`config.mk`:
```
export PLATFORM = sky130hd
export DESIGN_NAME = led_matrix_top
export DESIGN_NICKNAME = d
export VERILOG_FILES = /design/src/hw/led_matrix_pkg.sv /design/src/hw/control_module.sv /design/src/hw/framebuffer.sv /design/src/hw/framebuffer_fetch.sv /design/src/hw/led_matrix_top.sv /design/src/hw/matrix_scan.sv /design/src/hw/pixel_split.sv /design/src/hw/uart_rx.sv
export SDC_FILE = /design/constraint.sdc
export NUM_CORES = 2
export LEC_CHECK = 0
export BUFFER_PORTS_ARGS = -buffer_cell sky130_fd_sc_hd__clkbuf_2
export CAP_MARGIN = 5
export CORE_MARGIN = 2
export CORE_UTILIZATION = 45
export CTS_CLUSTER_DIAMETER = 200
export CTS_CLUSTER_SIZE = 20
export DETAILED_ROUTE_END_ITERATION = 7
export PLACE_DENSITY_LB_ADDON = 0.08
export REMOVE_ABC_BUFFERS = 1
export SYNTH_ARGS = -nofsm -noshare
export SYNTH_HDL_FRONTEND = slang
export SYNTH_HIERARCHICAL = 1
export SYNTH_SLANG_ARGS = --single-unit
```
`constraint.sdc`:
```
create_clock -name clk_in -period 12.15 [get_ports clk_in]
set_input_delay 1.215 -clock clk_in [delete_from_list [all_inputs] [get_ports clk_in]]
set_output_delay 1.215 -clock clk_in [all_outputs]
set_load 0.1 [all_outputs]
```
`src/hw/led_matrix_pkg.sv`:
```
`default_nettype none

package led_matrix_pkg;

    // Panel geometry, scanned as two halves
    localparam int PIXEL_WIDTH      = 16;
    localparam int PIXEL_HALFHEIGHT = 4;
    localparam int PIXEL_HEIGHT     = 8;
    localparam int NUM_HALVES       = 2;

    // Framebuffer layout, RGB565 stored high byte first
    localparam int BYTES_PER_PIXEL = 2;
    localparam int FB_BYTES        = PIXEL_WIDTH * PIXEL_HEIGHT * BYTES_PER_PIXEL;
    localparam int FB_ADDR_W       = 8;   // Byte address
    localparam int FB_PIX_ADDR_W   = 7;   // Pixel address

    // Binary coded modulation
    localparam int NUM_PLANES = 6;
    localparam int PLANE_W    = 3;
    localparam int PIXEL_DIV  = 4;        // clk_in cycles per pixel clock
    localparam int OE_BASE    = 8;        // Plane 0 on-time in clk_in cycles
    localparam int OE_CNT_W   = $clog2(OE_BASE << NUM_PLANES);

    localparam int UART_TICKS_PER_BIT = 8;

    // Command bytes
    localparam logic [7:0] CMD_LOAD      = 8'h4C;  // L
    localparam logic [7:0] CMD_RGB_EN    = 8'h45;  // E
    localparam logic [7:0] CMD_BRIGHT_EN = 8'h42;  // B

endpackage

`default_nettype wire

```
`src/hw/control_module.sv`:
```
`timescale 1ns/1ps
`default_nettype none

module control_module import led_matrix_pkg::*; (
    input  logic                 clk_in,
    input  logic                 rst_n,
    input  logic [7:0]           rx_data,
    input  logic                 rx_valid,
    output logic [FB_ADDR_W-1:0] ram_addr,
    output logic [7:0]           ram_wdata,
    output logic                 ram_we,
    output logic [2:0]           rgb_enable,         // Bit 0 red, 1 green, 2 blue
    output logic [5:0]           brightness_enable   // One bit per plane
);

    typedef enum logic [1:0] {CTL_IDLE, CTL_LOAD, CTL_RGB_ARG, CTL_BRIGHT_ARG} ctl_state_t;

    ctl_state_t state;
    logic [FB_ADDR_W-1:0] byte_cnt;

    always_ff @(posedge clk_in) begin
        if (!rst_n) begin
            state             <= CTL_IDLE;
            byte_cnt          <= '0;
            ram_we            <= 1'b0;
            rgb_enable        <= '1;
            brightness_enable <= '1;
        end else begin
            ram_we <= 1'b0;
            if (rx_valid) begin
                case (state)
                    CTL_IDLE: begin
                        case (rx_data)
                            CMD_LOAD: begin
                                state    <= CTL_LOAD;
                                byte_cnt <= '0;
                            end
                            CMD_RGB_EN:    state <= CTL_RGB_ARG;
                            CMD_BRIGHT_EN: state <= CTL_BRIGHT_ARG;
                            default:       state <= CTL_IDLE;  // Stray byte
                        endcase
                    end
                    CTL_LOAD: begin
                        ram_we   <= 1'b1;
                        byte_cnt <= byte_cnt + 1'b1;
                        if (byte_cnt == FB_ADDR_W'(FB_BYTES - 1)) begin
                            state <= CTL_IDLE;  // Frame complete
                        end
                    end
                    CTL_RGB_ARG: begin
                        rgb_enable <= rx_data[2:0];
                        state      <= CTL_IDLE;
                    end
                    CTL_BRIGHT_ARG: begin
                        brightness_enable <= rx_data[5:0];
                        state             <= CTL_IDLE;
                    end
                    default: state <= CTL_IDLE;
                endcase
            end
        end
    end

    always_ff @(posedge clk_in) begin
        if (rx_valid && state == CTL_LOAD) begin
            ram_addr  <= byte_cnt;
            ram_wdata <= rx_data;
        end
    end

    a_we_from_load: assert property (@(posedge clk_in) disable iff (!rst_n)
        ram_we |-> $past(state == CTL_LOAD));

endmodule

`default_nettype wire

```
`src/hw/framebuffer.sv`:
```
`timescale 1ns/1ps
`default_nettype none

module framebuffer import led_matrix_pkg::*; (
    input  logic                     clk_in,
    input  logic [FB_ADDR_W-1:0]     wr_addr,
    input  logic [7:0]               wr_data,
    input  logic                     wr_en,
    input  logic [FB_PIX_ADDR_W-1:0] rd_addr,
    output logic [15:0]              rd_data
);

    // One lane per byte of a pixel
    logic [7:0] mem_hi [FB_BYTES / BYTES_PER_PIXEL];
    logic [7:0] mem_lo [FB_BYTES / BYTES_PER_PIXEL];

    always_ff @(posedge clk_in) begin
        if (wr_en) begin
            if (wr_addr[0]) begin
                mem_lo[wr_addr[FB_ADDR_W-1:1]] <= wr_data;  // Odd address is low byte
            end else begin
                mem_hi[wr_addr[FB_ADDR_W-1:1]] <= wr_data;
            end
        end
    end

    // Single cycle read latency
    always_ff @(posedge clk_in) begin
        rd_data <= {mem_hi[rd_addr], mem_lo[rd_addr]};
    end

endmodule

`default_nettype wire

```
`src/hw/framebuffer_fetch.sv`:
```
`timescale 1ns/1ps
`default_nettype none

module framebuffer_fetch import led_matrix_pkg::*; (
    input  logic                                clk_in,
    input  logic                                rst_n,
    input  logic [$clog2(PIXEL_WIDTH)-1:0]      column_address,
    input  logic [$clog2(PIXEL_HALFHEIGHT)-1:0] row_address,
    input  logic                                pixel_load_start,
    output logic [FB_PIX_ADDR_W-1:0]            ram_address,
    input  logic [15:0]                         ram_data,
    output logic [15:0]                         rgb565_top,
    output logic [15:0]                         rgb565_bottom
);

    logic [1:0] step;
    logic [FB_PIX_ADDR_W-2:0] pix_index;  // Row and column inside a half

    always_ff @(posedge clk_in) begin
        if (!rst_n) begin
            step <= '0;
        end else if (step == 2'd0) begin
            if (pixel_load_start) begin
                step <= 2'd1;
            end
        end else begin
            step <= step + 1'b1;  // Wraps back to idle after capture
        end
    end

    // Top bit of the pixel address selects the bottom half, row + 4
    always_ff @(posedge clk_in) begin
        case (step)
            2'd0: begin
                if (pixel_load_start) begin
                    pix_index   <= {row_address, column_address};
                    ram_address <= {1'b0, row_address, column_address};
                end
            end
            2'd1: ram_address <= {1'b1, pix_index};
            2'd2: rgb565_top <= ram_data;      // Top read lands
            default: rgb565_bottom <= ram_data;
        endcase
    end

endmodule

`default_nettype wire

```
`src/hw/led_matrix_top.sv`:
```
`timescale 1ns/1ps
`default_nettype none

module led_matrix_top import led_matrix_pkg::*; (
    input  logic       clk_in,
    input  logic       rst_n,
    input  logic       uart_rx,
    output logic       clk_pixel,
    output logic       row_latch,
    output logic       output_enable,
    output logic [1:0] row_addr,
    output logic [2:0] rgb1,
    output logic [2:0] rgb2
);

    logic [7:0] rx_data;
    logic rx_valid;
    logic [FB_ADDR_W-1:0] ram_addr;
    logic [7:0] ram_wdata;
    logic ram_we;
    logic [2:0] rgb_enable;
    logic [5:0] brightness_enable;
    logic [FB_PIX_ADDR_W-1:0] fetch_addr;
    logic [15:0] fetch_data;
    logic [$clog2(PIXEL_WIDTH)-1:0] column_address;
    logic [$clog2(PIXEL_HALFHEIGHT)-1:0] row_address;
    logic [PLANE_W-1:0] plane;
    logic pixel_load_start;
    logic [15:0] half_pixel [NUM_HALVES];  // Index 0 top, 1 bottom
    logic [2:0] half_rgb [NUM_HALVES];

    uart_rx uart_rx_inst (
        .clk_in   (clk_in),
        .rst_n    (rst_n),
        .rx       (uart_rx),
        .rx_data  (rx_data),
        .rx_valid (rx_valid)
    );

    control_module control_module_inst (
        .clk_in            (clk_in),
        .rst_n             (rst_n),
        .rx_data           (rx_data),
        .rx_valid          (rx_valid),
        .ram_addr          (ram_addr),
        .ram_wdata         (ram_wdata),
        .ram_we            (ram_we),
        .rgb_enable        (rgb_enable),
        .brightness_enable (brightness_enable)
    );

    framebuffer framebuffer_inst (
        .clk_in  (clk_in),
        .wr_addr (ram_addr),
        .wr_data (ram_wdata),
        .wr_en   (ram_we),
        .rd_addr (fetch_addr),
        .rd_data (fetch_data)
    );

    framebuffer_fetch framebuffer_fetch_inst (
        .clk_in           (clk_in),
        .rst_n            (rst_n),
        .column_address   (column_address),
        .row_address      (row_address),
        .pixel_load_start (pixel_load_start),
        .ram_address      (fetch_addr),
        .ram_data         (fetch_data),
        .rgb565_top       (half_pixel[0]),
        .rgb565_bottom    (half_pixel[1])
    );

    for (genvar h = 0; h < NUM_HALVES; h++) begin : g_half
        pixel_split pixel_split_inst (
            .pixel_rgb565      (half_pixel[h]),
            .plane             (plane),
            .brightness_enable (brightness_enable),
            .rgb_enable        (rgb_enable),
            .rgb_output        (half_rgb[h])
        );
    end

    matrix_scan matrix_scan_inst (
        .clk_in           (clk_in),
        .rst_n            (rst_n),
        .rgb_top          (half_rgb[0]),
        .rgb_bottom       (half_rgb[1]),
        .column_address   (column_address),
        .row_address      (row_address),
        .plane            (plane),
        .pixel_load_start (pixel_load_start),
        .clk_pixel        (clk_pixel),
        .rgb1             (rgb1),
        .rgb2             (rgb2),
        .row_latch        (row_latch),
        .output_enable    (output_enable),
        .row_addr         (row_addr)
    );

endmodule

`default_nettype wire

```
`src/hw/matrix_scan.sv`:
```
`timescale 1ns/1ps
`default_nettype none

module matrix_scan import led_matrix_pkg::*; (
    input  logic                                clk_in,
    input  logic                                rst_n,
    input  logic [2:0]                          rgb_top,
    input  logic [2:0]                          rgb_bottom,
    output logic [$clog2(PIXEL_WIDTH)-1:0]      column_address,
    output logic [$clog2(PIXEL_HALFHEIGHT)-1:0] row_address,
    output logic [PLANE_W-1:0]                  plane,
    output logic                                pixel_load_start,
    output logic                                clk_pixel,
    output logic [2:0]                          rgb1,
    output logic [2:0]                          rgb2,
    output logic                                row_latch,
    output logic                                output_enable,
    output logic [1:0]                          row_addr
);

    typedef enum logic [2:0] {ST_FETCH, ST_SHIFT, ST_LATCH, ST_OE, ST_IDLE} scan_state_t;

    scan_state_t state;
    logic [$clog2(PIXEL_DIV)-1:0] div_cnt;
    logic [$clog2(PIXEL_WIDTH)-1:0] shift_cnt;
    logic [OE_CNT_W-1:0] oe_cnt;
    logic period_end;

    assign period_end = (div_cnt == PIXEL_DIV - 1);

    // Fetch runs one column ahead of the shift register
    assign column_address = (state == ST_SHIFT) ? shift_cnt + 1'b1 : '0;

    always_comb begin
        case (state)
            ST_FETCH: pixel_load_start = (div_cnt == '0);
            ST_SHIFT: pixel_load_start = (div_cnt == '0) && (shift_cnt != PIXEL_WIDTH - 1);
            ST_LATCH: pixel_load_start = 1'b1;  // Column 0 of the next plane
            default:  pixel_load_start = 1'b0;
        endcase
    end

    always_ff @(posedge clk_in) begin
        if (!rst_n) begin
            state         <= ST_FETCH;
            div_cnt       <= '0;
            shift_cnt     <= '0;
            oe_cnt        <= '0;
            row_address   <= '0;
            plane         <= '0;
            row_addr      <= '0;
            clk_pixel     <= 1'b0;
            row_latch     <= 1'b0;
            output_enable <= 1'b0;
            rgb1          <= '0;
            rgb2          <= '0;
        end else begin
            case (state)
                ST_FETCH: begin
                    div_cnt <= div_cnt + 1'b1;
                    if (period_end) begin
                        state <= ST_SHIFT;
                    end
                end
                ST_SHIFT: begin
                    div_cnt   <= div_cnt + 1'b1;
                    clk_pixel <= (div_cnt >= PIXEL_DIV / 2 - 1) && !period_end;
                    if (div_cnt == '0) begin
                        rgb1 <= rgb_top;     // Low phase of clk_pixel
                        rgb2 <= rgb_bottom;
                    end
                    if (period_end) begin
                        shift_cnt <= shift_cnt + 1'b1;
                        if (shift_cnt == PIXEL_WIDTH - 1) begin
                            state     <= ST_LATCH;
                            row_latch <= 1'b1;
                            row_addr  <= row_address;
                            oe_cnt    <= OE_CNT_W'((OE_BASE << plane) - 1);
                            if (plane == NUM_PLANES - 1) begin
                                plane       <= '0;
                                row_address <= (row_address == PIXEL_HALFHEIGHT - 1) ?
                                               '0 : row_address + 1'b1;
                            end else begin
                                plane <= plane + 1'b1;
                            end
                        end
                    end
                end
                ST_LATCH: begin
                    row_latch     <= 1'b0;
                    output_enable <= 1'b1;
                    state         <= ST_OE;
                end
                ST_OE: begin
                    if (oe_cnt == '0) begin
                        output_enable <= 1'b0;
                        state         <= ST_IDLE;
                    end else begin
                        oe_cnt <= oe_cnt - 1'b1;
                    end
                end
                ST_IDLE: state <= ST_SHIFT;
                default: state <= ST_FETCH;
            endcase
        end
    end

    a_oe_vs_latch: assert property (@(posedge clk_in) disable iff (!rst_n)
        !(output_enable && row_latch));

endmodule

`default_nettype wire

```
`src/hw/pixel_split.sv`:
```
`timescale 1ns/1ps
`default_nettype none

module pixel_split import led_matrix_pkg::*; (
    input  logic [15:0]        pixel_rgb565,
    input  logic [PLANE_W-1:0] plane,
    input  logic [5:0]         brightness_enable,
    input  logic [2:0]         rgb_enable,
    output logic [2:0]         rgb_output   // Bit 0 red, 1 green, 2 blue
);

    logic [4:0] red;
    logic [5:0] green;
    logic [4:0] blue;
    logic [PLANE_W-1:0] rb_index;
    logic plane_on;

    assign {red, green, blue} = pixel_rgb565;

    // Red and blue are one bit short, so they sit one plane behind green
    assign rb_index = plane - 1'b1;
    assign plane_on = (plane < NUM_PLANES) && brightness_enable[plane];

    assign rgb_output[0] = plane_on && rgb_enable[0] && (plane != '0) && red[rb_index];
    assign rgb_output[1] = plane_on && rgb_enable[1] && green[plane];
    assign rgb_output[2] = plane_on && rgb_enable[2] && (plane != '0) && blue[rb_index];

endmodule

`default_nettype wire

```
`src/hw/uart_rx.sv`:
```
`timescale 1ns/1ps
`default_nettype none

module uart_rx import led_matrix_pkg::*; (
    input  logic       clk_in,
    input  logic       rst_n,
    input  logic       rx,
    output logic [7:0] rx_data,
    output logic       rx_valid
);

    typedef enum logic [1:0] {RX_IDLE, RX_START, RX_DATA, RX_STOP} rx_state_t;

    rx_state_t state;
    logic [1:0] rx_sync;
    logic [$clog2(UART_TICKS_PER_BIT)-1:0] tick_cnt;
    logic [2:0] bit_cnt;
    logic [7:0] shift_reg;
    logic bit_mid;
    logic start_mid;

    assign bit_mid   = (tick_cnt == UART_TICKS_PER_BIT - 1);
    assign start_mid = (tick_cnt == UART_TICKS_PER_BIT / 2 - 1);  // Half a bit after the edge

    always_ff @(posedge clk_in) begin
        if (!rst_n) begin
            rx_sync <= 2'b11;  // Line idles high
        end else begin
            rx_sync <= {rx_sync[0], rx};
        end
    end

    always_ff @(posedge clk_in) begin
        if (!rst_n) begin
            state    <= RX_IDLE;
            tick_cnt <= '0;
            bit_cnt  <= '0;
            rx_valid <= 1'b0;
        end else begin
            rx_valid <= 1'b0;
            case (state)
                RX_IDLE: begin
                    tick_cnt <= '0;
                    if (!rx_sync[1]) begin
                        state <= RX_START;
                    end
                end
                RX_START: begin
                    if (start_mid) begin
                        tick_cnt <= '0;
                        bit_cnt  <= '0;
                        state    <= rx_sync[1] ? RX_IDLE : RX_DATA;  // Glitch, not a start bit
                    end else begin
                        tick_cnt <= tick_cnt + 1'b1;
                    end
                end
                RX_DATA: begin
                    if (bit_mid) begin
                        tick_cnt <= '0;
                        bit_cnt  <= bit_cnt + 1'b1;
                        if (bit_cnt == 3'd7) begin
                            state <= RX_STOP;
                        end
                    end else begin
                        tick_cnt <= tick_cnt + 1'b1;
                    end
                end
                RX_STOP: begin
                    if (bit_mid) begin
                        state    <= RX_IDLE;
                        rx_valid <= rx_sync[1];  // Framing error drops the byte
                    end else begin
                        tick_cnt <= tick_cnt + 1'b1;
                    end
                end
                default: state <= RX_IDLE;
            endcase
        end
    end

    // LSB arrives first
    always_ff @(posedge clk_in) begin
        if (state == RX_DATA && bit_mid) begin
            shift_reg <= {rx_sync[1], shift_reg[7:1]};
        end
        if (state == RX_STOP && bit_mid) begin
            rx_data <= shift_reg;
        end
    end

    a_single_strobe: assert property (@(posedge clk_in) disable iff (!rst_n)
        rx_valid |=> !rx_valid);

endmodule

`default_nettype wire

```
---- Word level (Yosys, flattened, before mapping) ----
Memories as Yosys holds them, arrays and structs flattened. A register that Yosys moved wholly into a read port is not among the register bits.
Cells that the tools add are included.
word-level totals
  register bits after elaboration ......... 144
  memory bits (writable) .................. 2048
  output and inout bits ................... 11
  logic and storage cells ................. 201
  memories ................................ 2
memories
  name                     depth  bits a word  read ports  clocked after Yosys merged registers in  write ports  RTL line           text
  framebuffer_inst.mem_hi  128    8            1           1                                        1            framebuffer.sv:14  logic [7:0] mem_hi [FB_BYTES / BYTES_PER_PIXEL];
  framebuffer_inst.mem_lo  128    8            1           1                                        1            framebuffer.sv:15  logic [7:0] mem_lo [FB_BYTES / BYTES_PER_PIXEL];
operators by class
  add/subtract/negate cells ............... 11
  order comparisons ....................... 4
  equal/unequal tests ..................... 38
  shifts and indexed selects .............. 1
  multiplexer cells ....................... 62
  reduce and logical (&&, ||, !) cells .... 52
operator list
  cell                                                  count
  2-to-1 mux 3 bit                                      10
  2-to-1 mux 9 bit                                      3
  equality test 8 x 7 -> 1 bit (second input constant)  3
  binary-select mux 1 bit (select 3 bit)                7
  2-to-1 mux 2 bit                                      10
  != test 2 x 1 -> 1 bit (second input constant)        9
  one-hot mux 9 bit (2 select lines)                    1
  AND reduction 2 bit                                   9
  logical AND 1 bit                                     17
  2-to-1 mux 1 bit                                      17
  one-hot mux 8 bit (2 select lines)                    1
  one-hot mux 3 bit (5 select lines)                    1
  AND reduction 3 bit                                   5
  equality test 2 bit (second input constant)           7
  one-hot mux 7 bit (2 select lines)                    1
  equality test 3 bit (second input constant)           4
  one-hot mux 2 bit (3 select lines)                    2
  one-hot mux 3 bit (4 select lines)                    1
  AND reduction 4 bit                                   3
  nonzero test 2 bit                                    6
  != test 2 bit (second input constant)                 5
  adder 3 x 1 -> 3 bit (second input constant)          3
  equality test 3 x 2 -> 1 bit (second input constant)  3
  zero test 9 bit                                       1
  29 further kinds                                      39

---- Longest topological paths before layout ----
  word-level depth ........................ 6
  depth in mapped cells ................... 9
  depth with buffers taken out ............ 8

---- Cells and area by module ----
The synthesis kept the hierarchy.
by module, submodules not included
  module             times used  cells an instance  area each (sq um)  sequential area each (sq um)
  framebuffer        1           3237               79069.6            61819.3
  matrix_scan        1           207                1840.5             680.7
  framebuffer_fetch  1           70                 1634.1             1391.3
  control_module     1           125                1425.1             880.8
  uart_rx            1           83                 1058.5             700.7
  pixel_split        2           32                 306.5              0.0

---- Worst setup path after synthesis ----
Ideal clock, no wire load.
  path type ............................... register to register
  start ................................... register control_module_inst.ram_wdata[0]
  end ..................................... memory framebuffer_inst.mem_hi[0][0] (data pin)
  setup time .............................. 0.817 ns
  arrival time ............................ 3.228 ns
  slack ................................... 8.104 ns
  stages on the path, launching flop included .. 1
  buffers on the path ..................... 0
  period minus slack after synthesis ...... 4.046 ns
  path through ............................ edfxtp_1
RTL lines
  element                 RTL line              text
  start, declared         control_module.sv:10  output logic [7:0] ram_wdata,
  start signal, assigned  control_module.sv:67  ram_wdata <= rx_data;
  end, declared           framebuffer.sv:14
No word-level cell before the write port.

==> results.sh <==
export IMPL_outcome="complete, no violations"
export IMPL_synthArstFlopShare_pct=0
export IMPL_clock_path_buffers=3
export IMPL_cp_start_kind="flip-flop"
export IMPL_dp_slack_ps=6901
export IMPL_final_min_clock_period_ps=5274
export IMPL_cts_htree_levels=3
export IMPL_clock_sinks=2208
export IMPL_worstSetupEndpointType="flip-flop"
export IMPL_placed_area_um2=88730
export IMPL_ys_warn_count=6
export IMPL_synth_cells=3786
export IMPL_seq_area_frac_synth_pct=76.45
export IMPL_dp_hpwl_um=115700
export IMPL_drt_antenna_violating_nets=0
export IMPL_p_leak_uw=0.02744
export IMPL_fin_nets=3829
export IMPL_die_h_um=440.3
export IMPL_post_drt_wl_per_cell_um=31.43
export IMPL_synth_xor_area_share_pct=0.1125
export IMPL_antenna_found_initial=9
export IMPL_hold_class="flip-flop to flip-flop"
export IMPL_fill_cells=15230
export IMPL_synthDistinctLibCells=75
export IMPL_fin_area_um2=92260
export IMPL_cp_max_fo=114
export IMPL_synth_seq_cells=2208
export IMPL_cts_hold_buffers=0
export IMPL_min_period_over_period_pct=43.41
export IMPL_r2r_end="framebuffer_inst/rd_data[1]$_DFF_P_"
export IMPL_hold_viol_final=0
export IMPL_synth_compound_area_share_pct=0.7889
export IMPL_drcViolationCount=0
export IMPL_fin_util_pct=48.67
export IMPL_dp_cells=6191
export IMPL_slew_violations=0
export IMPL_synth_area_um2=85640
export IMPL_worst_r2r_path_depth=7
export IMPL_cts_setup_buffers=0
export IMPL_worst_hold_slack_ps=427.1
export IMPL_yosysMostFrequentCell="edfxtp_1"
export IMPL_stdcell_count=6421
export IMPL_fin_ws_ps=6876
export IMPL_fp_row_count=160
export IMPL_synthSimpleGateAreaFrac_pct=2.659
export IMPL_synth_top_area_share_pct=74.51
export IMPL_grt_pass1_vias=38490
export IMPL_clk_latency_ps=790
export IMPL_multiInputGateArea_um2=19190
export IMPL_place_congestion=0.7452
export IMPL_cpMostUsedCell="mux4_2"
export IMPL_synthMuxAreaShare_pct=18.47
export IMPL_drive_gt1_share_pct=24.44
export IMPL_worstPathRequired_ps=12830
export IMPL_slew_headroom_pct=10.82
export IMPL_setup_viol_count_final=0
export IMPL_max_stage_delay_ps=990
export IMPL_die_area_um2=193800
export IMPL_cp_startpoint="framebuffer_fetch_inst/ram_address[2]$_DFFE_PP_"
export IMPL_synth_edff_count=2125
export IMPL_crit_type="flip-flop to flip-flop"
export IMPL_worst_endpoint_arrival_ps=5950
export IMPL_synth_top_family_by_area="multiplexers"
export IMPL_drv_cap=0
export IMPL_yosys_most_used_dff="edfxtp_1"
export IMPL_finClkSkew_ps=32.20
export IMPL_cts_tree="built"
export IMPL_worstMarginPinSlew_ps=1333
export IMPL_synth_common_cells="2,125 x edfxtp_1, 674 x mux4_2, 282 x nor2_1"
export IMPL_avgSynthCellArea_um2=22.62
export IMPL_reg2reg_slack_ps=6880
export IMPL_synth_largest_area_cell="edfxtp_1"
export IMPL_rr_startpoint="framebuffer_fetch_inst/ram_address[2]$_DFFE_PP_"
export IMPL_io_buffers=13
export IMPL_ys_top_cells_by_area="edfxtp_1 75%, mux4_2 18%, dfxtp_1 1.9%"
export IMPL_root_buffer="clkbuf_16"
export IMPL_crit_slowest_cell="edfxtp_1"
export IMPL_core_area_um2=189600
export IMPL_ff_latch_area_um2=65470
export IMPL_num_io_pins=14
export IMPL_routed_wl_um=201800
export IMPL_grt_total_usage_pct=21.00
export IMPL_via_per_inst=5.918
export IMPL_fmax_ghz=0.1896
export IMPL_p_per_area_nw_per_um2=174.9
export IMPL_rsz0062_at_grt="no"
export IMPL_initial_utilization_pct=45.17
export IMPL_dr_pass1_iters=5
export IMPL_crit_chain="buf_12 > buf_4 > buf_4 > mux4_2 > mux4_2 > mux4_2 > mux2_2"
export IMPL_post_cts_resized=0
export IMPL_drt_first_iter_violations=4147
export IMPL_synth_fa_ha_area_share_pct=0.3506
export IMPL_grt_pass1_wl_um=289600
export IMPL_cts_buffers=120
export IMPL_fp_dieW_um=440.3
export IMPL_grt_overflow=0
export IMPL_clkTransAtPathRegs_ps=90
export IMPL_grt_max_degree=225
export IMPL_area_growth_pct=7.730
export IMPL_route_vias_total=38000
export IMPL_hold_start="uart_rx_inst/rx_sync[0]$_SDFF_PN1_"
export IMPL_max_vdd_ir_drop_mv=0.1169
export IMPL_crit_end="framebuffer_inst/rd_data[1]$_DFF_P_"
[layout by cell type, fill, tap and decap left out, types with 10 or more instances in the layout]
cell type / n
buf_4: 78
dfxtp_1: 83
nand3_1: 28
a21boi_0: 15
inv_1: 23
clkbuf_2: 13
nor2_1: 282
nor2b_1: 24
nand2_1: 70
edfxtp_1: 2125
nor3_1: 10
ha_1: 24
clkbuf_1: 101
clkbuf_16: 124
mux2i_1: 18
a21oi_1: 18
mux2_2: 21
o21ai_0: 17
mux4_2: 674
[power by group]
part | switching [uW] | internal, uW
logic | 1690 | 1720
registers | 93.2 | 8290
clock network | 2400 | 1930
[final cells by class]
type,instances,share of cell area (%)
well taps,2511,3.405
clock buffers,225,3.774
clock inverters,3,0.04475
multi-input cells,1347,20.80
inverters,24,0.09764
repair buffers,101,0.9127
diodes,2,0.005425
flip-flops and latches,2208,70.96
[layer usage]
layer	part of all wire (%)	up-vias	global-route usage (%)
met5	0.010	-	0
met4	2.3	4	4.750
met3	5.6	220	3.206
met2	47	1050	32.56
met1	45	20870	31.67
li1	-	15860	-
[worst max-delay path: cells and delay by family (launching register included)]
kind	cells	cell delay [ps]
multiplexers	4	1740
buffers and inverters	3	2130
flip-flops	1	990
[worst min-delay path by stage]
stage | to | slack, ps | cells after the start
3_5_place_dp | uart_rx_inst/rx_sync[1]$_SDFF_PN1_ | 400 | 1
6_report | uart_rx_inst/rx_sync[1]$_SDFF_PN1_ | 430 | 1
5_1_grt | framebuffer_fetch_inst/rgb565_bottom[13]$_DFFE_PN_ | 440 | 0
4_1_cts | framebuffer_fetch_inst/rgb565_bottom[13]$_DFFE_PN_ | 430 | 0
3_3_place_gp | uart_rx_inst/rx_sync[1]$_SDFF_PN1_ | 400 | 1
2_1_floorplan | uart_rx_inst/rx_sync[1]$_SDFF_PN1_ | 390 | 1
[metrics by stage]
stage / power, uW / TNS (ps)
3_5_place_dp: 12070 / 0
4_1_cts: 16360 / 0
3_3_place_gp: 12070 / 0
5_1_grt: 16720 / 0
2_1_floorplan: 12750 / -149870
6_report: 16130 / 0
[cells by family after synthesis]
family	count (synthesis)
compound gates	95
xor+xnor	11
fa+ha+maj	24
buf+inv	231
flops	2208
mux	725
simple gates	492
(Power assumes the default switching activity.)
